<file path="config.mk">
export PLATFORM = sky130hd
export DESIGN_NAME = ThorDecodeStage
export DESIGN_NICKNAME = d
export VERILOG_FILES = /design/src/verilog/ThorPkg.sv /design/src/verilog/ThorDecodeStage.sv
export SDC_FILE = /design/constraint.sdc
export NUM_CORES = 1
export LEC_CHECK = 0
export ABC_CLOCK_PERIOD_IN_PS = 4600
export BUFFER_PORTS_ARGS = -buffer_cell sky130_fd_sc_hd__buf_2
export CELL_PAD_IN_SITES_DETAIL_PLACEMENT = 2
export CELL_PAD_IN_SITES_GLOBAL_PLACEMENT = 2
export CORE_AREA = 3 3 279 281
export CTS_CLUSTER_DIAMETER = 150
export CTS_CLUSTER_SIZE = 24
export DETAILED_ROUTE_END_ITERATION = 8
export DIE_AREA = 0 0 282 284
export GPL_TIMING_DRIVEN = 0
export PLACE_DENSITY = 0.46
export SYNTH_ARGS = -nofsm -noshare
export SYNTH_HDL_FRONTEND = slang
export SYNTH_SLANG_ARGS = --single-unit
</file>
<file path="constraint.sdc">
create_clock -name clk -period 4.6 [get_ports clk]
set_input_delay 0.46 -clock clk [delete_from_list [all_inputs] [get_ports clk]]
set_output_delay 0.46 -clock clk [all_outputs]
set_load 0.1 [all_outputs]
</file>
<file path="src/verilog/ThorPkg.sv">
`default_nettype none

package ThorPkg;

// ==============================
// Widths
// ==============================

localparam int instrWidth = 48;
localparam int valueWidth = 64;
localparam int regNumWidth = 6;
localparam int addressWidth = 32;
localparam int regCount = 2 ** regNumWidth;
// One select line per byte lane of the instruction bus
localparam int selWidth = instrWidth / 8;

typedef logic [instrWidth-1:0] Instruction;
typedef logic [valueWidth-1:0] Value;
typedef logic [regNumWidth-1:0] RegNum;
typedef logic [addressWidth-1:0] Address;

// ==============================
// Encodings
// ==============================

typedef enum logic [7:0] {
	R2    = 8'h02,
	ADDI  = 8'h04,
	ANDI  = 8'h08,
	ORI   = 8'h09,
	ADDIL = 8'h14,
	JMP   = 8'h20,
	JEQ   = 8'h26,
	EXI7  = 8'h50,
	EXI23 = 8'h51,
	LDB   = 8'h80,
	LDBU  = 8'h81,
	LDO   = 8'h86,
	STB   = 8'h90,
	STO   = 8'h93,
	NOP   = 8'hF1
} Opcode;

// R2 function codes
typedef enum logic [5:0] {
	ADD = 6'h04,
	MUL = 6'h08
} Func;

typedef enum logic [1:0] {byt, wyde, tetra, octa} MemSize;

typedef enum logic [1:0] {idle, fetchIr, fetchLook, hold} FetchState;

// ==============================
// Field layout
// ==============================

localparam int opHi = 7;
localparam int opLo = 0;
localparam int funcHi = 47;
localparam int funcLo = 42;
// Stores keep their source register Rs in the Rt field
localparam int rtHi = 14;
localparam int rtLo = 9;
localparam int raHi = 20;
localparam int raLo = 15;
localparam int rbHi = 26;
localparam int rbLo = 21;
localparam int immHi = 31;
localparam int immLo = 21;
localparam int immlHi = 43;
localparam int immlLo = 21;
localparam int dispHi = 44;
localparam int dispLo = 21;
localparam int jmpHi = 47;
localparam int jmpLo = 9;
localparam int jxxHi = 47;
localparam int jxxLo = 27;
localparam int exi7Hi = 15;
localparam int exi7Lo = 9;
localparam int exi23Hi = 31;
localparam int exi23Lo = 9;
// A postfix replaces the immediate from this bit upward
localparam int extLow = 23;

localparam Instruction nopInstr = Instruction'(NOP);
localparam Address resetPc = '0;

endpackage

`default_nettype wire
</file>
<file path="src/verilog/ThorDecodeStage.sv">
`timescale 1ns/100ps
`default_nettype none

module ThorDecodeStage
(
	input wire clk,
	input wire reset,
	input wire irValid,
	input wire ThorPkg::Instruction ir,
	input wire ThorPkg::Address pc,
	input wire ThorPkg::RegNum Rt,
	input wire rfwr,
	input wire ld,
	input wire ldz,
	input wire st,
	input wire jmp,
	input wire jxx,
	input wire mul,
	input wire multiCycle,
	input wire ThorPkg::MemSize memSz,
	input wire ThorPkg::Value imm,
	input wire ThorPkg::Value jmpTgt,
	input wire ThorPkg::Value a,
	input wire ThorPkg::Value b,
	output logic stageReady,
	input wire outReady,
	output logic outValid,
	output ThorPkg::Instruction outIr,
	output ThorPkg::Address outPc,
	output logic outRfwr,
	output logic outLd,
	output logic outLdz,
	output logic outSt,
	output logic outJmp,
	output logic outJxx,
	output logic outMul,
	output logic outMultiCycle,
	output ThorPkg::MemSize outMemSz,
	output ThorPkg::RegNum outRt,
	output ThorPkg::Value outImm,
	output ThorPkg::Value outJmpTgt,
	output ThorPkg::Value outA,
	output ThorPkg::Value outB
);

logic load;

// Empty, or the current entry leaves this cycle
assign stageReady = !outValid || outReady;
assign load = irValid && stageReady;

always_ff @(posedge clk)
begin
	if (reset)
		outValid <= 1'b0;
	else if (load)
		outValid <= 1'b1;
	else if (outReady)
		outValid <= 1'b0;
end

always_ff @(posedge clk)
begin
	if (load)
	begin
		outIr <= ir;
		outPc <= pc;
		outRfwr <= rfwr;
		outLd <= ld;
		outLdz <= ldz;
		outSt <= st;
		outJmp <= jmp;
		outJxx <= jxx;
		outMul <= mul;
		outMultiCycle <= multiCycle;
		outMemSz <= memSz;
		outRt <= Rt;
		outImm <= imm;
		outJmpTgt <= jmpTgt;
		outA <= a;
		outB <= b;
	end
end

endmodule

`default_nettype wire

</file>
==> impl_metrics.json <==
{
  "ys_ff_latch": 353,
  "htree_levels": 1,
  "synth_cells": 357,
  "yosys-top-cells-area": "edfxtp_1 99%, dfxtp_1 0.19%, nand2b_4 0.13%",
  "yosys_warnings": 0,
  "routed-wl-met3_um": 3430,
  "setup_viol": 0,
  "start_util": 0.140,
  "layout_common_cells": "709 x buf_2, 352 x edfxtp_1, 32 x dlygate4sd3_1",
  "clk_pin_slew_worst_paths_ns": 0.11,
  "syn_nets": 713,
  "finalMaxSlewViolations": 0,
  "avgSynthCellArea_sq_um": 29.8,
  "cts_setup_buffers": 0,
  "p_sw_mw": 2.67,
  "wl_met1_um": 14200,
  "power_frac_comb": 0.241,
  "grt_usage": 0.0964,
  "max_freq_mhz": 471,
  "seq_area_frac_synth": 0.997,
  "hold_path_class": "input pin to flop",
  "clock_tree.root_cell": "clkbuf_16",
  "highest_layer": "met5",
  "rows": 101,
  "layout_commonest_cell": "buf_2",
  "die_h_um": 284,
  "status": "complete, no violations",
  "cp_max_fo": 64,
  "drcViolationCount": 0,
  "stdcell_area_sq_um": 16400,
  "crit_arrival_ns": 2.33,
  "area_growth_pct": 54.2,
  "ant_nets": 0,
  "core_area_sq_um": 75700,
  "worst_skew_pair.late_latency_ns": 0.55,
  "synth_top_family_by_area": "simple AND/OR/NAND/NOR gates",
  "antenna_found_initial": 9,
  "fin_worst_skew_ns": 0.0207,
  "cts_buffers": 18,
  "synth_fa_ha_area_frac": 0,
  "netlist_area_sq_um": 10600,
  "crit_type": "flop to flop",
  "rsz0062_at_grt": "no",
  "clock_sinks": 353,
  "yosysTopAreaCellShare": 0.995,
  "grt_max_degree": 69,
  "drive_gt1_frac": 0.653,
  "muxShareOfSynthArea": 0,
  "dr.pass1.iters": 4,
  "power.internal_mw": 4.78,
  "gp_congestion": 0.745,
  "cts_max_path_buffers": 3,
  "power.leakage_nw": 6.67,
  "synth_cell_types": 6,
  "vias": 6723,
  "power_density_nw_per_um2": 455,
  "period_share": 0.461,
  "vdd_drop_max_v": 0.000291,
  "swShare": 0.358,
  "min_period_ns": 2.12,
  "wl_met2_um": 22200,
  "dpl-instance-area_sq_um": 15500,
  "grt_pass1_wl_um": 56000,
  "finalHoldViolations": 0,
  "synth_xor_area_frac": 0,
  "io-pin-count": 710,
  "holdBufCountCts": 32,
  "cap_violations": 0,
  "yosysTopAreaCell": "edfxtp_1",
  "required_ns": 4.81,
  "cts_tree": "built",
  "dp_hpwl_um": 33100,
  "routed_wl_um": 41000,
  "drtIter0Drc": 246,
  "viasPerCell": 3.18,
  "nets": 1480,
  "wl_per_cell_um": 19.4,
  "seq_power_share": 0.511,
  "dieWidth_um": 282,
  "synth-simple-area-share": 0.00212,
  "finalPower_mw": 7.45,
  "cp-end-kind": "flop",
  "start_kind": "flop",
  "max_slew_margin": 0.561,
  "tightest_slew_ns": 0.658,
  "dieArea_sq_um": 80100,
  "grt_pass1_vias": 7428,
  "clockPowerShare": 0.247,
  "grt-ovfl-total": 0,
  "port-buffer-count": 709,
  "cts_resized": 0,
  "synth_compound_area_frac": 0.000824
}
synthesized netlist by cell type, drive strengths merged:
library cell  count
and2              1
edfxtp          352
inv               1
dfxtp             1
a21oi             1
nand2b            1
worst max-delay path, cell delays in order (launching register included):
cell and delay (ns):
dfxtp_1 0.35, nand2b_4 0.08, and2_4 0.57, buf_16 0.31, buf_16 0.32
per-stage QoR:
stage               utilization  std cells  hold WS, ns  setup TNS [ns]  worst slack (ns)
detailed placement        0.205       2050        0.504               0              2.22
global placement          0.203       2044        0.496          -57.47            -0.201
floorplan                     -        357        0.522               0             0.518
global route              0.216       2110       0.0121               0              2.30
CTS                       0.216       2109   0.00000833               0              2.44
finish                    0.216       2111       0.0686               0              2.48
cell type report:
class | instances | area [sq um]
fillers | 8348 | 59300
flip-flops and latches | 353 | 10600
repair buffers | 747 | 4020
well taps | 978 | 1220
clock buffers | 26 | 502
multi-input cells | 3 | 31.3
clock inverters | 1 | 8.76
diodes | 2 | 5.00
inverters | 1 | 3.75
flip-flops by register name (all words and copies together), names as in the netlist, 2 cells and up:
register and count:
outRt 6, outIr 48, outMemSz 2, outA 64, outB 64, outJmpTgt 64, outPc 32, outImm 64
logic make-up (layout without fill, tap and decap cells):
group / count (synthesis) / in the layout
and+or+nand+nor: 2 / 2
AOI/OAI and AO/OA: 1 / 1
buffers and inverters: 1 / 775
other: 0 / 2
DFF: 353 / 353
metal layers:
layer	vias up	track usage
met5	-	0
met3	42	0.0318
met1	3359	0.100
met4	10	0.0244
li1	2976	-
met2	336	0.184
power groups by stage:
stage | clock, mW | combinational [mW] | sequential, mW
after floorplan | 0 | 0.0605 | 5.21
after global placement | 0 | 1.77 | 3.91
after detailed placement | 0 | 1.80 | 3.89
after CTS | 1.99 | 1.82 | 3.82
after global routing | 2.06 | 1.85 | 3.83
final | 1.84 | 1.80 | 3.81
worst paths after layout:
kind | from | endpoint | slack [ns] | cells past startpoint
worst max-delay path | outValid$_SDFFE_PP0P_ | outImm[43]$_DFFE_PP_ | 2.48 | 4
worst min-delay path | b[53] | outB[53]$_DFFE_PP_ | 0.07 | 1
worst max register to register | outValid$_SDFFE_PP0P_ | outImm[43]$_DFFE_PP_ | 2.48 | 4
worst min register to register | outValid$_SDFFE_PP0P_ | outValid$_SDFFE_PP0P_ | 0.51 | 2
No activity file was read; power rests on OpenSTA's default activity.
