==> config.mk <==
export PLATFORM = sky130hd
export DESIGN_NAME = ThorDecoder
export DESIGN_NICKNAME = d
export VERILOG_FILES = /design/src/verilog/ThorPkg.sv /design/src/verilog/ThorDecoder.sv
export SDC_FILE = /design/constraint.sdc
export NUM_CORES = 1
export LEC_CHECK = 0
export ABC_AREA = 1
export BUFFER_PORTS_ARGS = -buffer_cell sky130_fd_sc_hd__buf_4
export CAP_MARGIN = 15
export CORE_AREA = 4 4 96 98
export DETAILED_ROUTE_END_ITERATION = 8
export DIE_AREA = 0 0 100 102
export GPL_ROUTABILITY_DRIVEN = 0
export PLACE_DENSITY = 0.64
export SYNTH_ARGS = -nofsm -noshare
export SYNTH_HDL_FRONTEND = slang
export SYNTH_SLANG_ARGS = --single-unit
==> constraint.sdc <==
create_clock -name vclk -period 2.3
set_input_delay 0.115 -clock vclk [all_inputs]
set_output_delay 0.115 -clock vclk [all_outputs]
set_load 0.03 [all_outputs]
==> src/verilog/ThorPkg.sv <==
`default_nettype none

package ThorPkg;

// ==============================
// Widths
// ==============================

localparam int instrWidth = 48;
localparam int valueWidth = 64;
localparam int regNumWidth = 6;
localparam int addressWidth = 32;
localparam int regCount = 2 ** regNumWidth;
// One select line per byte lane of the instruction bus
localparam int selWidth = instrWidth / 8;

typedef logic [instrWidth-1:0] Instruction;
typedef logic [valueWidth-1:0] Value;
typedef logic [regNumWidth-1:0] RegNum;
typedef logic [addressWidth-1:0] Address;

// ==============================
// Encodings
// ==============================

typedef enum logic [7:0] {
	R2    = 8'h02,
	ADDI  = 8'h04,
	ANDI  = 8'h08,
	ORI   = 8'h09,
	ADDIL = 8'h14,
	JMP   = 8'h20,
	JEQ   = 8'h26,
	EXI7  = 8'h50,
	EXI23 = 8'h51,
	LDB   = 8'h80,
	LDBU  = 8'h81,
	LDO   = 8'h86,
	STB   = 8'h90,
	STO   = 8'h93,
	NOP   = 8'hF1
} Opcode;

// R2 function codes
typedef enum logic [5:0] {
	ADD = 6'h04,
	MUL = 6'h08
} Func;

typedef enum logic [1:0] {byt, wyde, tetra, octa} MemSize;

typedef enum logic [1:0] {idle, fetchIr, fetchLook, hold} FetchState;

// ==============================
// Field layout
// ==============================

localparam int opHi = 7;
localparam int opLo = 0;
localparam int funcHi = 47;
localparam int funcLo = 42;
// Stores keep their source register Rs in the Rt field
localparam int rtHi = 14;
localparam int rtLo = 9;
localparam int raHi = 20;
localparam int raLo = 15;
localparam int rbHi = 26;
localparam int rbLo = 21;
localparam int immHi = 31;
localparam int immLo = 21;
localparam int immlHi = 43;
localparam int immlLo = 21;
localparam int dispHi = 44;
localparam int dispLo = 21;
localparam int jmpHi = 47;
localparam int jmpLo = 9;
localparam int jxxHi = 47;
localparam int jxxLo = 27;
localparam int exi7Hi = 15;
localparam int exi7Lo = 9;
localparam int exi23Hi = 31;
localparam int exi23Lo = 9;
// A postfix replaces the immediate from this bit upward
localparam int extLow = 23;

localparam Instruction nopInstr = Instruction'(NOP);
localparam Address resetPc = '0;

endpackage

`default_nettype wire
==> src/verilog/ThorDecoder.sv <==
`timescale 1ns/100ps
`default_nettype none

module ThorDecoder
(
	input wire ThorPkg::Instruction ir,
	input wire ThorPkg::Instruction xir,
	output ThorPkg::RegNum Ra,
	output ThorPkg::RegNum Rb,
	output ThorPkg::RegNum Rt,
	output logic rfwr,
	output logic ld,
	output logic ldz,
	output logic st,
	output logic jmp,
	output logic jxx,
	output logic mul,
	output logic multiCycle,
	output ThorPkg::MemSize memSz,
	output ThorPkg::Value imm,
	output ThorPkg::Value jmpTgt
);
import ThorPkg::*;

Opcode op;
Opcode xop;
Func func;
Value baseImm;
Value ext7;
Value ext23;

assign op = Opcode'(ir[opHi:opLo]);
assign xop = Opcode'(xir[opHi:opLo]);
assign func = Func'(ir[funcHi:funcLo]);

// ==============================
// Register numbers
// ==============================

assign Ra = ir[raHi:raLo];
assign Rb = ir[rbHi:rbLo];

always_comb
begin
	case (op)
	JMP, JEQ:
		Rt = '0;
	// Field holds the store source instead
	STB, STO:
		Rt = '0;
	default:
		Rt = ir[rtHi:rtLo];
	endcase
end

// ==============================
// Control flags
// ==============================

always_comb
begin
	rfwr = 1'b0;
	ld = 1'b0;
	ldz = 1'b0;
	st = 1'b0;
	jmp = 1'b0;
	jxx = 1'b0;
	mul = 1'b0;
	case (op)
	ADDI, ANDI, ORI, ADDIL:
		rfwr = 1'b1;
	R2:
	begin
		rfwr = func == ADD || func == MUL;
		mul = func == MUL;
	end
	LDB, LDBU, LDO:
	begin
		rfwr = 1'b1;
		ld = 1'b1;
		ldz = op == LDBU;
	end
	STB, STO:
		st = 1'b1;
	JMP:
		jmp = 1'b1;
	JEQ:
		jxx = 1'b1;
	default:
		;
	endcase
end

// Multiply and octa load need more than one execute cycle
assign multiCycle = mul || op == LDO;

always_comb
begin
	case (op)
	LDB, LDBU, STB:
		memSz = byt;
	default:
		memSz = octa;
	endcase
end

// ==============================
// Immediate
// ==============================

always_comb
begin
	case (op)
	ADDI:
		baseImm = Value'($signed(ir[immHi:immLo]));
	// Ones on the left so the mask keeps the upper bits
	ANDI:
		baseImm = {{(valueWidth - (immHi - immLo + 1)){1'b1}}, ir[immHi:immLo]};
	ORI:
		baseImm = Value'(ir[immHi:immLo]);
	ADDIL:
		baseImm = Value'($signed(ir[immlHi:immlLo]));
	LDB, LDBU, LDO, STB, STO:
		baseImm = Value'($signed(ir[dispHi:dispLo]));
	default:
		baseImm = '0;
	endcase
end

// Postfix payloads, sign extended
assign ext7 = Value'($signed(xir[exi7Hi:exi7Lo]));
assign ext23 = Value'($signed(xir[exi23Hi:exi23Lo]));

always_comb
begin
	case (xop)
	EXI7:
		imm = {ext7[valueWidth-extLow-1:0], baseImm[extLow-1:0]};
	EXI23:
		imm = {ext23[valueWidth-extLow-1:0], baseImm[extLow-1:0]};
	default:
		imm = baseImm;
	endcase
end

// Targets are in half-word units
always_comb
begin
	case (op)
	JMP:
		jmpTgt = Value'($signed({ir[jmpHi:jmpLo], 1'b0}));
	JEQ:
		jmpTgt = Value'($signed({ir[jxxHi:jxxLo], 1'b0}));
	default:
		jmpTgt = '0;
	endcase
end

endmodule

`default_nettype wire

==> flow_metrics.py <==
metrics = {
    "synth": {
        "avgSynthCellArea_um2": 5.03,
        "ys_seq_area_share_pct": 0,
        "ys_warn_count": 0,
        "synthesis.nets": 436,
        "syn_area_um2": 1710,
        "synth_cells": 340,
        "ys_types": 25,
    },
    "worst_setup_path": {
        "worst_ep_required_time_ns": 2.18,
        "critPathKind": "in2out",
        "start_kind": "input port",
        "crit_fanout": 12,
        "endpoint_kind": "output port",
        "crit_arrival_ns": 1.83,
    },
    "detailed_routing": {
        "vias": 2658,
        "wl_per_cell_um": 13.8,
        "dr.pass1.iters": 4,
        "drcViolationCount": 0,
        "routed_wl_mm": 8.54,
        "vias_per_cell": 4.31,
        "ant_nets": 0,
        "drt_iter0_markers": 48,
    },
    "global_route": {
        "grt_pass1_vias": 2434,
        "grt_overflow_total": 0,
        "antenna_found_initial": 0,
        "grt_pass1_wl_mm": 12.4,
        "grt_max_degree": 33,
        "grtUsageTotal_pct": 14.7,
    },
    "sta": {
        "worstMarginPinSlew_ns": 1.01,
        "rsz0062_at_grt": "no",
        "min_period_over_period_pct": 84.5,
        "fmax_mhz": 514,
        "period_needed_ns": 1.94,
        "hold_violations": 0,
        "setup-violations-final": 0,
        "slew_headroom_pct": 32.7,
        "slew_viol_final": 0,
        "setup_tns_ns": 0,
        "holdWs_ns": 0.457,
    },
    "die": {
        "ioPinCount": 252,
        "die_h_um": 102,
        "initial_utilization_pct": 20.2,
        "fp-row-count": 34,
        "die_area_um2": 10200,
        "core-area_um2": 8470,
        "die_w_um": 100,
    },
    "placement": {
        "place_hpwl_mm": 7.34,
        "port_buffers": 233,
    },
    "final_layout": {
        "nClkBuffers": 0,
        "fin_nets": 607,
        "flops_and_latches": 0,
        "seqCellArea_um2": 0,
        "drive_above_1_share_pct": 49.5,
        "syn_to_final_growth_pct": 84.7,
        "fillCellCount": 910,
        "multi_input_area_um2": 957,
        "n_antenna_cell": 0,
    },
    "power_and_ir_drop": {
        "p_leak_nw": 2.08,
        "power.total_mw": 0.353,
        "peakVddDrop_uv": 88.6,
        "power_density_nw_per_um2": 112,
    },
    "status": {
        "run_status": "complete, no violations",
    },
    "cts": {
        "cts_hold_buf": 0,
        "postCtsSetupRepairBufs": 0,
        "cts_resized": 0,
    },
    "min_path": {
        "worstHoldPathType": "in2out",
    },
    "job": {
        "drv_cap": 0,
    },
}
## cell type report
type | count | area share, %
Inverter | 66 | 7.85
Multi-Input combinational cell | 201 | 30.3
Tap cell | 108 | 4.28
Timing Repair Buffer | 242 | 57.6
## worst max-delay path: stages
cell     delay, ns
buf_4         0.11
inv_1         0.09
nor2_2        0.06
nand2_1       0.11
nor2_1        0.06
nor2_2        0.12
nand2_1       0.12
nor2_1        0.61
o21ai_0       0.22
buf_4         0.22
## synthesized netlist by cell type
cell / number / area share, %
inv_2: 1 / 0.22
nand2_1: 65 / 14
nor3_2: 1 / 0.59
nor4_1: 1 / 0.37
nor2_1: 23 / 5.1
inv_1: 65 / 14
a21oi_1: 12 / 3.5
buf_2: 4 / 1.2
buf_1: 1 / 0.22
nand3_1: 32 / 9.4
nand4_1: 3 / 1.1
o21ai_1: 5 / 1.5
nand2_2: 1 / 0.37
buf_4: 59 / 26
buf_6: 1 / 0.66
clkbuf_1: 8 / 1.8
o22ai_1: 15 / 5.5
nor3_4: 1 / 0.95
nor4_2: 1 / 0.73
and2_0: 1 / 0.37
conb_1: 1 / 0.22
o21ai_0: 33 / 9.7
a21boi_0: 1 / 0.44
nor2_2: 4 / 1.5
and2_1: 1 / 0.37
## through the flow
| stage | instance area [um2] | worst slack [ns] | utilization, % | cells |
|---|---|---|---|---|
| 6_report | 3160 | 0.356 | 37.3 | 617 |
| 2_1_floorplan | 1710 | 0.454 | - | 340 |
| 4_1_cts | 3160 | 0.389 | 37.3 | 617 |
| 3_3_place_gp | 3160 | 0.375 | 37.3 | 617 |
| 3_5_place_dp | 3160 | 0.393 | 37.3 | 617 |
| 5_1_grt | 3160 | 0.0945 | 37.3 | 617 |
## worst paths after layout
kind | startpoint | end | slack, ns | cells after the start
hold / removal | ir[23] | Rb[2] | 0.46 | 2
setup / recovery | ir[1] | imm[11] | 0.36 | 10
## kinds of logic (layout without fill, tap and decap cells)
| group | count (synthesis) | count (layout) | synth area share (%) |
|---|---|---|---|
| buffers and inverters | 139 | 308 | 44.2 |
| and+or+nand+nor | 134 | 134 | 35.0 |
| AOI/OAI and AO/OA | 66 | 66 | 20.6 |
| other | 1 | 1 | 0.219 |
## where the power goes
| part | switching (mW) | internal [mW] |
|---|---|---|
| sequential | 0 | 0 |
| combinational | 0.197 | 0.156 |
| clock | 0 | 0 |
## cells in the final DEF (no fill, tap or decap), types with 3 or more instances in the layout
cell type	netlist	routed
nand2_1	65	65
nor2_1	23	23
o21ai_1	5	5
nor2_2	4	4
nand3_1	32	32
buf_4	59	242
o22ai_1	15	15
inv_1	65	65
a21oi_1	12	12
o21ai_0	33	33
nand4_1	3	3
## metal layers
layer | global-route usage (%) | part of all wire (%)
met1 | 17.7 | 39
met2 | 28.5 | 54
met3 | 2.18 | 6.8
met4 | 1.14 | 0.61
met5 | 0 | 0
Note: power is estimated with default switching activity, not from simulation.
