`config.mk`:
```
export PLATFORM = sky130hd
export DESIGN_NAME = ThorFetch
export DESIGN_NICKNAME = d
export VERILOG_FILES = /design/src/verilog/ThorPkg.sv /design/src/verilog/ThorFetch.sv
export SDC_FILE = /design/constraint.sdc
export NUM_CORES = 1
export LEC_CHECK = 0
export BUFFER_PORTS_ARGS = -buffer_cell sky130_fd_sc_hd__buf_2
export CORE_MARGIN = 2
export CORE_UTILIZATION = 56
export DETAILED_ROUTE_END_ITERATION = 8
export GPL_TIMING_DRIVEN = 0
export HOLD_SLACK_MARGIN = 0.12
export PLACE_DENSITY = 0.91
export SYNTH_ARGS = -nofsm -noshare
export SYNTH_HDL_FRONTEND = slang
export SYNTH_SLANG_ARGS = --single-unit
export TNS_END_PERCENT = 10
```
`constraint.sdc`:
```
create_clock -name clk -period 10.84 [get_ports clk]
set_input_delay 1.084 -clock clk [delete_from_list [all_inputs] [get_ports clk]]
set_output_delay 1.084 -clock clk [all_outputs]
set_load 0.005 [all_outputs]
```
`src/verilog/ThorPkg.sv`:
```
`default_nettype none

package ThorPkg;

// ==============================
// Widths
// ==============================

localparam int instrWidth = 48;
localparam int valueWidth = 64;
localparam int regNumWidth = 6;
localparam int addressWidth = 32;
localparam int regCount = 2 ** regNumWidth;
// One select line per byte lane of the instruction bus
localparam int selWidth = instrWidth / 8;

typedef logic [instrWidth-1:0] Instruction;
typedef logic [valueWidth-1:0] Value;
typedef logic [regNumWidth-1:0] RegNum;
typedef logic [addressWidth-1:0] Address;

// ==============================
// Encodings
// ==============================

typedef enum logic [7:0] {
	R2    = 8'h02,
	ADDI  = 8'h04,
	ANDI  = 8'h08,
	ORI   = 8'h09,
	ADDIL = 8'h14,
	JMP   = 8'h20,
	JEQ   = 8'h26,
	EXI7  = 8'h50,
	EXI23 = 8'h51,
	LDB   = 8'h80,
	LDBU  = 8'h81,
	LDO   = 8'h86,
	STB   = 8'h90,
	STO   = 8'h93,
	NOP   = 8'hF1
} Opcode;

// R2 function codes
typedef enum logic [5:0] {
	ADD = 6'h04,
	MUL = 6'h08
} Func;

typedef enum logic [1:0] {byt, wyde, tetra, octa} MemSize;

typedef enum logic [1:0] {idle, fetchIr, fetchLook, hold} FetchState;

// ==============================
// Field layout
// ==============================

localparam int opHi = 7;
localparam int opLo = 0;
localparam int funcHi = 47;
localparam int funcLo = 42;
// Stores keep their source register Rs in the Rt field
localparam int rtHi = 14;
localparam int rtLo = 9;
localparam int raHi = 20;
localparam int raLo = 15;
localparam int rbHi = 26;
localparam int rbLo = 21;
localparam int immHi = 31;
localparam int immLo = 21;
localparam int immlHi = 43;
localparam int immlLo = 21;
localparam int dispHi = 44;
localparam int dispLo = 21;
localparam int jmpHi = 47;
localparam int jmpLo = 9;
localparam int jxxHi = 47;
localparam int jxxLo = 27;
localparam int exi7Hi = 15;
localparam int exi7Lo = 9;
localparam int exi23Hi = 31;
localparam int exi23Lo = 9;
// A postfix replaces the immediate from this bit upward
localparam int extLow = 23;

localparam Instruction nopInstr = Instruction'(NOP);
localparam Address resetPc = '0;

endpackage

`default_nettype wire
```
`src/verilog/ThorFetch.sv`:
```
`timescale 1ns/100ps
`default_nettype none

module ThorFetch
(
	input wire clk,
	input wire reset,
	output logic wbCyc,
	output logic wbStb,
	output ThorPkg::Address wbAdr,
	output logic wbWe,
	output logic [ThorPkg::selWidth-1:0] wbSel,
	input wire ThorPkg::Instruction wbDatI,
	input wire wbAck,
	input wire stageReady,
	output logic irValid,
	output ThorPkg::Instruction ir,
	output ThorPkg::Instruction xir,
	output ThorPkg::Address pc
);
import ThorPkg::*;

FetchState state;
Instruction look;
logic lookValid;
logic advance;

function automatic logic isPostfix(input Instruction w);
	Opcode op;
	op = Opcode'(w[opHi:opLo]);
	return op == EXI7 || op == EXI23;
endfunction

// Read-only master, full width transfers
assign wbCyc = state == fetchIr || state == fetchLook;
assign wbStb = wbCyc;
assign wbWe = 1'b0;
assign wbSel = '1;
assign wbAdr = state == fetchLook ? pc + Address'(1) : pc;

assign irValid = state == hold;
assign advance = irValid && stageReady;

always_ff @(posedge clk)
begin
	if (reset)
	begin
		state <= idle;
		pc <= resetPc;
		lookValid <= 1'b0;
	end
	else
	begin
		case (state)
		idle:
			state <= fetchIr;
		fetchIr:
			if (wbAck)
				state <= fetchLook;
		fetchLook:
			if (wbAck)
			begin
				// A plain word is the next instruction, keep it
				lookValid <= !isPostfix(wbDatI);
				state <= hold;
			end
		hold:
			if (advance)
			begin
				pc <= pc + (isPostfix(xir) ? Address'(2) : Address'(1));
				lookValid <= 1'b0;
				state <= lookValid ? fetchLook : fetchIr;
			end
		default:
			state <= idle;
		endcase
	end
end

// Instruction words
always_ff @(posedge clk)
begin
	if (state == fetchIr && wbAck)
		ir <= wbDatI;
	if (state == fetchLook && wbAck)
	begin
		look <= wbDatI;
		xir <= isPostfix(wbDatI) ? wbDatI : nopInstr;
	end
	if (advance && lookValid)
		ir <= look;
end

endmodule

`default_nettype wire

```
==> key figures, run 1 <==
Run status
  – Outcome: finished clean

Die
  – Die area: 14,700 sq um
  – Die H: 121 um
  – Rows: 42
  – IO Pins: 222
  – Die Wd: 121 um
  – Core Region: 13,300 sq um
  – Initial Utilization: 57.8%

Worst setup path
  – WP data required: 9.76 ns
  – Critical Path Source Type: flip-flop
  – Crit Path Class: flip-flop to primary output
  – Critical Path AT: 3.03 ns
  – Critical Path Sink: wbAdr[22]
  – RR Endpoint: ir[21]
  – Setup crit start: state[0]
  – Flop2flop setup slack: 7.76 ns
  – Reg2reg start: state[0]
  – CP Max Fanout: 9
  – Worst Reg2Reg Path Length in Cells: 7
  – Crit. End Element: primary output

Clocking
  – Root Driver: clkbuf_16
  – Sink Count: 179
  – H-tree levels: 4
  – Reg clk slew, reported paths: 0.06 ns
  – Hold-fix buffers, CTS: 0
  – CTS buffer count: 17
  – CTS tree: yes
  – Clock latency on the worst-skew pair: 0.42 ns
  – PostCTS Resize Cnt: 0
  – CTS max path bufs: 2
  – Setup Buffers After CTS: 0

Yosys
  – Synth cell types: 43
  – Number of synthesized flops with an enable pin: 144
  – Cells after Synth: 569
  – Synthesized cell area: 7720 sq um
  – #FFs+latches synth: 179
  – Sequential area share after synthesis: 65.1%
  – Synthesized area per cell: 13.6 sq um
  – Synth warnings: 0
  – Ys async rst share: 0%
  – Top FF cell, synth: edfxtp_1

STA
  – Final hold vios: 0
  – Tmin final: 4.11 ns
  – Skew final: 0.00569 ns
  – Setup violators final: 0
  – Final setup TNS: 0 ns
  – Slew at the pin with the worst max-slew slack: 0.955 ns
  – WHS: 0.512 ns
  – Max Clock Freq: 0.243 GHz
  – Max-slew violation count: 0
  – Post-route clock period utilization: 37.9%
  – RSZ-0062 raised after global routing: no
  – Slew margin rel.: 35.8%

Drt
  – Via Count: 5,459
  – Wire per inst: 17.7 um
  – Iter 0 DRT Violations: 408
  – 1st-pass router iterations: 5
  – # DRC: 0
  – Avg Vias per Cell: 5.44
  – Drt total wl: 17,700 um
  – DRT antenna net count: 0

Hold path
  – Hold/Removal Path Class: flip-flop to flip-flop
  – Hold Crit Depth: 2

Power and ir drop
  – PwrDens: 167 nW/um^2
  – P_leak: 3.88 nW
  – Tot Pwr: 1.61 mW
  – Worst VDD drop: 0.128 mV

Finish
  – Area Overhead vs Synth: 25.1%
  – Final core occ: 72.3%
  – Fin nets: 873
  – FILL cells: 930
  – Share of cells above drive strength 1: 39.3%

Place
  – IO buf count: 213
  – Post-DP HPWL: 12,700 um
  – Placer Congestion: 0.962

Global routing
  – Total GRT Usage: 24.6%
  – Largest net degree at the start of global routing: 58
  – Grt ovf: 0
  – Initial antenna violation count: 2
  – First-pass GRT wire length: 27,500 um
  – Vias in the first global route: 5,304

Job
  – Max-Cap Viols: 0
==> synthesized netlist by cell type, types with 11 or more instances <==
master	number	area (sq um)
dfxtp_1	35	701
nor4_1	13	81.3
and2_1	44	275
xor2_1	22	193
a21oi_1	26	130
nor2_1	21	78.8
nand4_1	16	100
buf_4	11	82.6
mux2_2	52	586
clkbuf_1	16	60.1
nand2_1	25	93.8
edfxtp_1	144	4320
xnor2_1	19	166
nand3_1	11	55.1
==> worst max-delay path, stage by stage, from the launching register on <==
cell and delay [ns]:
dfxtp_1 0.35, inv_1 0.11, ha_1 0.15, buf_2 0.20, nand4_1 0.33, nor4_1 0.92, nand4_1 0.23, xnor2_1 0.18
buf_2 0.13
==> routing by layer <==
metal	vias to the layer above	track usage, %	wire [um]
li1	2566	-	-
met1	2615	31.1	7010
met2	233	39.6	8860
met3	45	6.34	1240
met4	0	12.1	600
met5	-	0	0
==> state kept, by name, indices dropped and copies added, names as in the netlist <==
| name | count |
|---|---|
| look | 48 |
| lookValid | 1 |
| pc | 32 |
| xir | 48 |
| state | 2 |
| ir | 48 |
==> per-stage QoR <==
step	setup WS (ns)	std cells	area [sq um]
global route	6.52	1003	9650
global placement	5.81	968	9040
floorplan	6.79	579	7750
finish	6.73	1003	9650
CTS	6.76	1001	9650
detailed placement	7.22	970	9090
==> layout make-up <==
type                       instances  area, sq um  share of cell area, %
tap                              176          220                   2.28
sequential                       179         5020                   52.1
clock buffer                      20          437                   4.52
clock inverter                    11          125                   1.30
antenna                            2         5.00                 0.0518
timing repair buffer             215         1110                   11.5
buffer                            44          218                   2.26
inverter                          10         37.5                  0.389
multi-input combinational        346         2480                   25.7
==> placed cells by master, fill, tap and decap left out, drive strengths merged, types with 10 or more instances in the layout <==
cell / instances
a21oi: 26
dfxtp: 35
conb: 12
mux2: 52
xor2: 22
inv: 14
nand3: 12
nand4: 18
buf: 242
nor4: 13
nand2: 25
or3: 10
xnor2: 19
edfxtp: 144
clkbuf: 37
o21ai: 10
nor3: 10
nor2: 21
and2: 44
or4: 10
==> cell families (layout without fill, tap and decap cells) <==
logic type / count (synthesis) / in the layout / synth area share, %
other: 2 / 14 / 0.0973
AND/OR/NAND/NOR: 185 / 185 / 14.3
adder cells (fa/ha/maj): 8 / 8 / 1.39
multiplexers: 52 / 52 / 7.59
XOR/XNOR: 41 / 41 / 4.65
flip-flops: 179 / 179 / 65.1
AO/OA/AOI/OAI: 48 / 48 / 3.55
buffers and inverters: 54 / 300 / 3.31
==> where the power goes <==
group	internal (mW)	total [mW]	switching (mW)
logic	0.0718	0.177	0.105
clock network	0.340	0.592	0.253
registers	0.822	0.842	0.0200
==> worst min-delay path by stage <==
stage,startpoint,to,slack (ns)
5_1_grt,look[17],ir[17],0.56
3_3_place_gp,lookValid,lookValid,0.50
4_1_cts,lookValid,lookValid,0.51
6_report,lookValid,lookValid,0.51
3_5_place_dp,lookValid,lookValid,0.50
2_1_floorplan,lookValid,lookValid,0.48
Power figures use the tool's default switching activity.
==> inputs of run 2 (changes only) <==
--- a/config.mk
+++ b/config.mk
@@ -7,11 +7,11 @@
 export LEC_CHECK = 0
 export BUFFER_PORTS_ARGS = -buffer_cell sky130_fd_sc_hd__buf_2
 export CORE_MARGIN = 2
-export CORE_UTILIZATION = 56
+export CORE_UTILIZATION = 52
 export DETAILED_ROUTE_END_ITERATION = 8
 export GPL_TIMING_DRIVEN = 0
 export HOLD_SLACK_MARGIN = 0.12
-export PLACE_DENSITY = 0.91
+export PLACE_DENSITY = 0.86
 export SYNTH_ARGS = -nofsm -noshare
 export SYNTH_HDL_FRONTEND = slang
 export SYNTH_SLANG_ARGS = --single-unit
==> constraint.sdc (replaced) <==
create_clock -name clk -period 4.2 [get_ports clk]
set_input_delay 0.42 -clock clk [delete_from_list [all_inputs] [get_ports clk]]
set_output_delay 0.42 -clock clk [all_outputs]
set_load 0.005 [all_outputs]
==> run 2 against run 1 <==
Compared with the run above: clock power rose to 2.7 times the previous value; clock skew rose by 0.0049 ns; sequential share of layout area fell by 0.34 points; clock-buffer cell count fell by 3; register-to-register slack got worse by 6.7 ns; critical path type unchanged; largest cell class unchanged.
==> key figures, run 2 (synthesis results as in run 1) <==
Run status
  – Outcome: finished clean

Die
  – Core Region: 14,500 sq um (+8.9%)
  – Rows: 44 (+4.8%)
  – Die area: 15,800 sq um (+7.4%)
  – Die Wd: 126 um (+3.7%)
  – Die H: 126 um (+3.7%)
  – Initial Utilization: 53.1% (-4.7 points)
  – IO Pins: 222 (unchanged)

Global routing
  – Vias in the first global route: 5,195 (-2.1%)
  – Largest net degree at the start of global routing: 67 (+16%)
  – Grt ovf: 0 (unchanged)
  – Total GRT Usage: 21.9% (-2.7 points)
  – First-pass GRT wire length: 27,200 um (-1.4%)
  – Initial antenna violation count: 0 (-2)

STA
  – Skew final: 0.0106 ns (+0.00495 ns)
  – Tmin final: 3.40 ns
  – Max-slew violation count: 0 (unchanged)
  – Max Clock Freq: 0.294 GHz
  – Final hold vios: 0 (unchanged)
  – Setup violators final: 0 (unchanged)
  – Slew margin rel.: 42.9% (+7.1 points)
  – WHS: 0.195 ns (-0.316 ns)
  – RSZ-0062 raised after global routing: no
  – Slew at the pin with the worst max-slew slack: 0.849 ns (-0.106 ns)
  – Post-route clock period utilization: 81.0%

Finish
  – Final std cells w/o fill: 1,010 (+0.70%)
  – Diode count: 0 (-2)
  – Area Overhead vs Synth: 25.9%
  – Commonest non-fill, non-tap cells in the layout: buf_2 (221), edfxtp_1 (144), mux2_2 (52)
  – FILL cells: 1,087 (+17%)
  – Share of cells above drive strength 1: 40.0% (+0.68 points)
  – Commonest non-fill, non-tap cell in the layout: buf_2
  – Multi-input gate area: 2480 sq um (unchanged)
  – Sequential Area: 5020 sq um (unchanged)
  – Top flop regs: ir x48, look x48, xir x48
  – Fin area: 9720 sq um (+0.66%)
  – Fin nets: 873 (unchanged)

Hold path
  – Hold/Removal Path Class: input pin to flip-flop
  – Hold_sp: wbDatI[2]

Clocking
  – Clock latency on the worst-skew pair: 0.42 ns (about the same)
  – Sink Count: 179 (unchanged)
  – CTS max path bufs: 2 (unchanged)
  – CTS buffer count: 17 (unchanged)
  – Hold-fix buffers, CTS: 0 (unchanged)
  – H-tree levels: 4 (unchanged)
  – Root Driver: clkbuf_16
  – CTS tree: yes
  – Reg clk slew, reported paths: 0.08 ns (+0.02 ns)
  – Setup Buffers After CTS: 0 (unchanged)
  – PostCTS Resize Cnt: 0 (unchanged)

Drt
  – Via Count: 5,449 (-0.18%)
  – Iter 0 DRT Violations: 378 (-7.4%)
  – Wire per inst: 17.2 um (-2.3%)
  – 1st-pass router iterations: 7 (+2)
  – Drt total wl: 17,400 um (-1.7%)
  – DRT antenna net count: 0 (unchanged)
  – # DRC: 0 (unchanged)
  – Avg Vias per Cell: 5.40 (-0.87%)

Worst setup path
  – WP buf/inv: 3 (unchanged)
  – Critical Path Source Type: flip-flop
  – Crit Path Class: flip-flop to primary output
  – Setup crit start: state[0]
  – CP Max Fanout: 9 (unchanged)
  – WP data required: 3.78 ns (-5.98 ns)
  – Kind of cell adding the most delay to the critical path: simple AND/OR/NAND/NOR gates
  – Max incr delay on CP: 0.84 ns (-0.08 ns)
  – CP cell instances: inv_1 -> ha_1 -> buf_2 -> nand4_1 -> nor4_1 -> nand4_1 -> xnor2_1 -> buf_2
  – Critical Path AT: 2.98 ns (-0.05 ns)
  – Reg2reg start: state[0]
  – Crit. End Element: primary output
  – Worst path slowest cell: nor4_1

Power and ir drop
  – Pint: 3.17 mW (+160%)
  – Power share of the clock group: 37.9% (+1.2 points)
  – PwrDens: 436 nW/um^2 (+160%)
  – Worst VDD drop: 0.398 mV (+210%)
  – Sequential Power Share: 51.2% (-1.1 points)
  – Sw frac: 25.2% (+1.7 points)
  – P_leak: 3.91 nW (+0.87%)
  – Tot Pwr: 4.23 mW (+160%)
  – Combinational Power Share: 10.8% (-0.2 points)
  – Sw Pwr: 1.07 mW (+180%)

Place
  – Post-DP HPWL: 12,500 um (-1.9%)
  – Placer Congestion: 0.894 (-7.2%)
  – Post-placement cell count: 978 (+0.82%)
  – IO buf count: 213 (unchanged)
  – Post-DP Area: 9100 sq um (+0.19%)

Job
  – Max-Cap Viols: 0 (unchanged)
run 2: worst paths after layout:
kind	cells past startpoint	slack, ns	end
max	8	0.80	wbAdr[22]
min	1	0.20	look[2]
max reg2reg	7	1.09	ir[2]
min reg2reg	2	0.54	state[1]
run 2: worst reg2reg max path, delay by kind of cell (launching register included):
| family | cells | cell delay [ns] |
|---|---|---|
| flops | 1 | 0.35 |
| fa+ha+maj | 1 | 0.24 |
| buf+inv | 4 | 1.53 |
| simple gates | 2 | 0.72 |
run 2: per-stage QoR:
step / util, % / TNS [ns] / setup slack [ns]
finish: 66.9 / 0 / 0.798
floorplan: - / 0 / 0.489
detailed placement: 62.6 / 0 / 1.01
CTS: 66.9 / 0 / 0.844
global route: 66.9 / 0 / 0.597
global placement: 62.3 / -25.45 / -0.492
run 2: layout make-up:
cell class	instances	area share, %
Clock inverter	15	1.93
Buffer	44	2.24
Inverter	10	0.386
Clock buffer	17	4.38
Tap cell	184	2.37
Timing Repair Buffer	215	11.5
Sequential cell	179	51.7
Multi-Input combinational cell	346	25.5
run 2: metal layers:
layer	track usage (%)	vias to the layer above	routed length, um
met1	27.8	2620	7030
met3	4.84	34	1050
li1	-	2576	-
met4	8.86	0	546
met2	36.8	219	8780
met5	0	-	0
run 2: power groups by stage:
| stage | clock (mW) | combinational [mW] | sequential (mW) |
|---|---|---|---|
| finish | 1.61 | 0.458 | 2.17 |
| global route | 1.72 | 0.511 | 2.18 |
| CTS | 1.64 | 0.467 | 2.17 |
| detailed placement | 0 | 0.466 | 2.21 |
| global placement | 0 | 0.429 | 2.22 |
| floorplan | 0 | 0.201 | 2.23 |
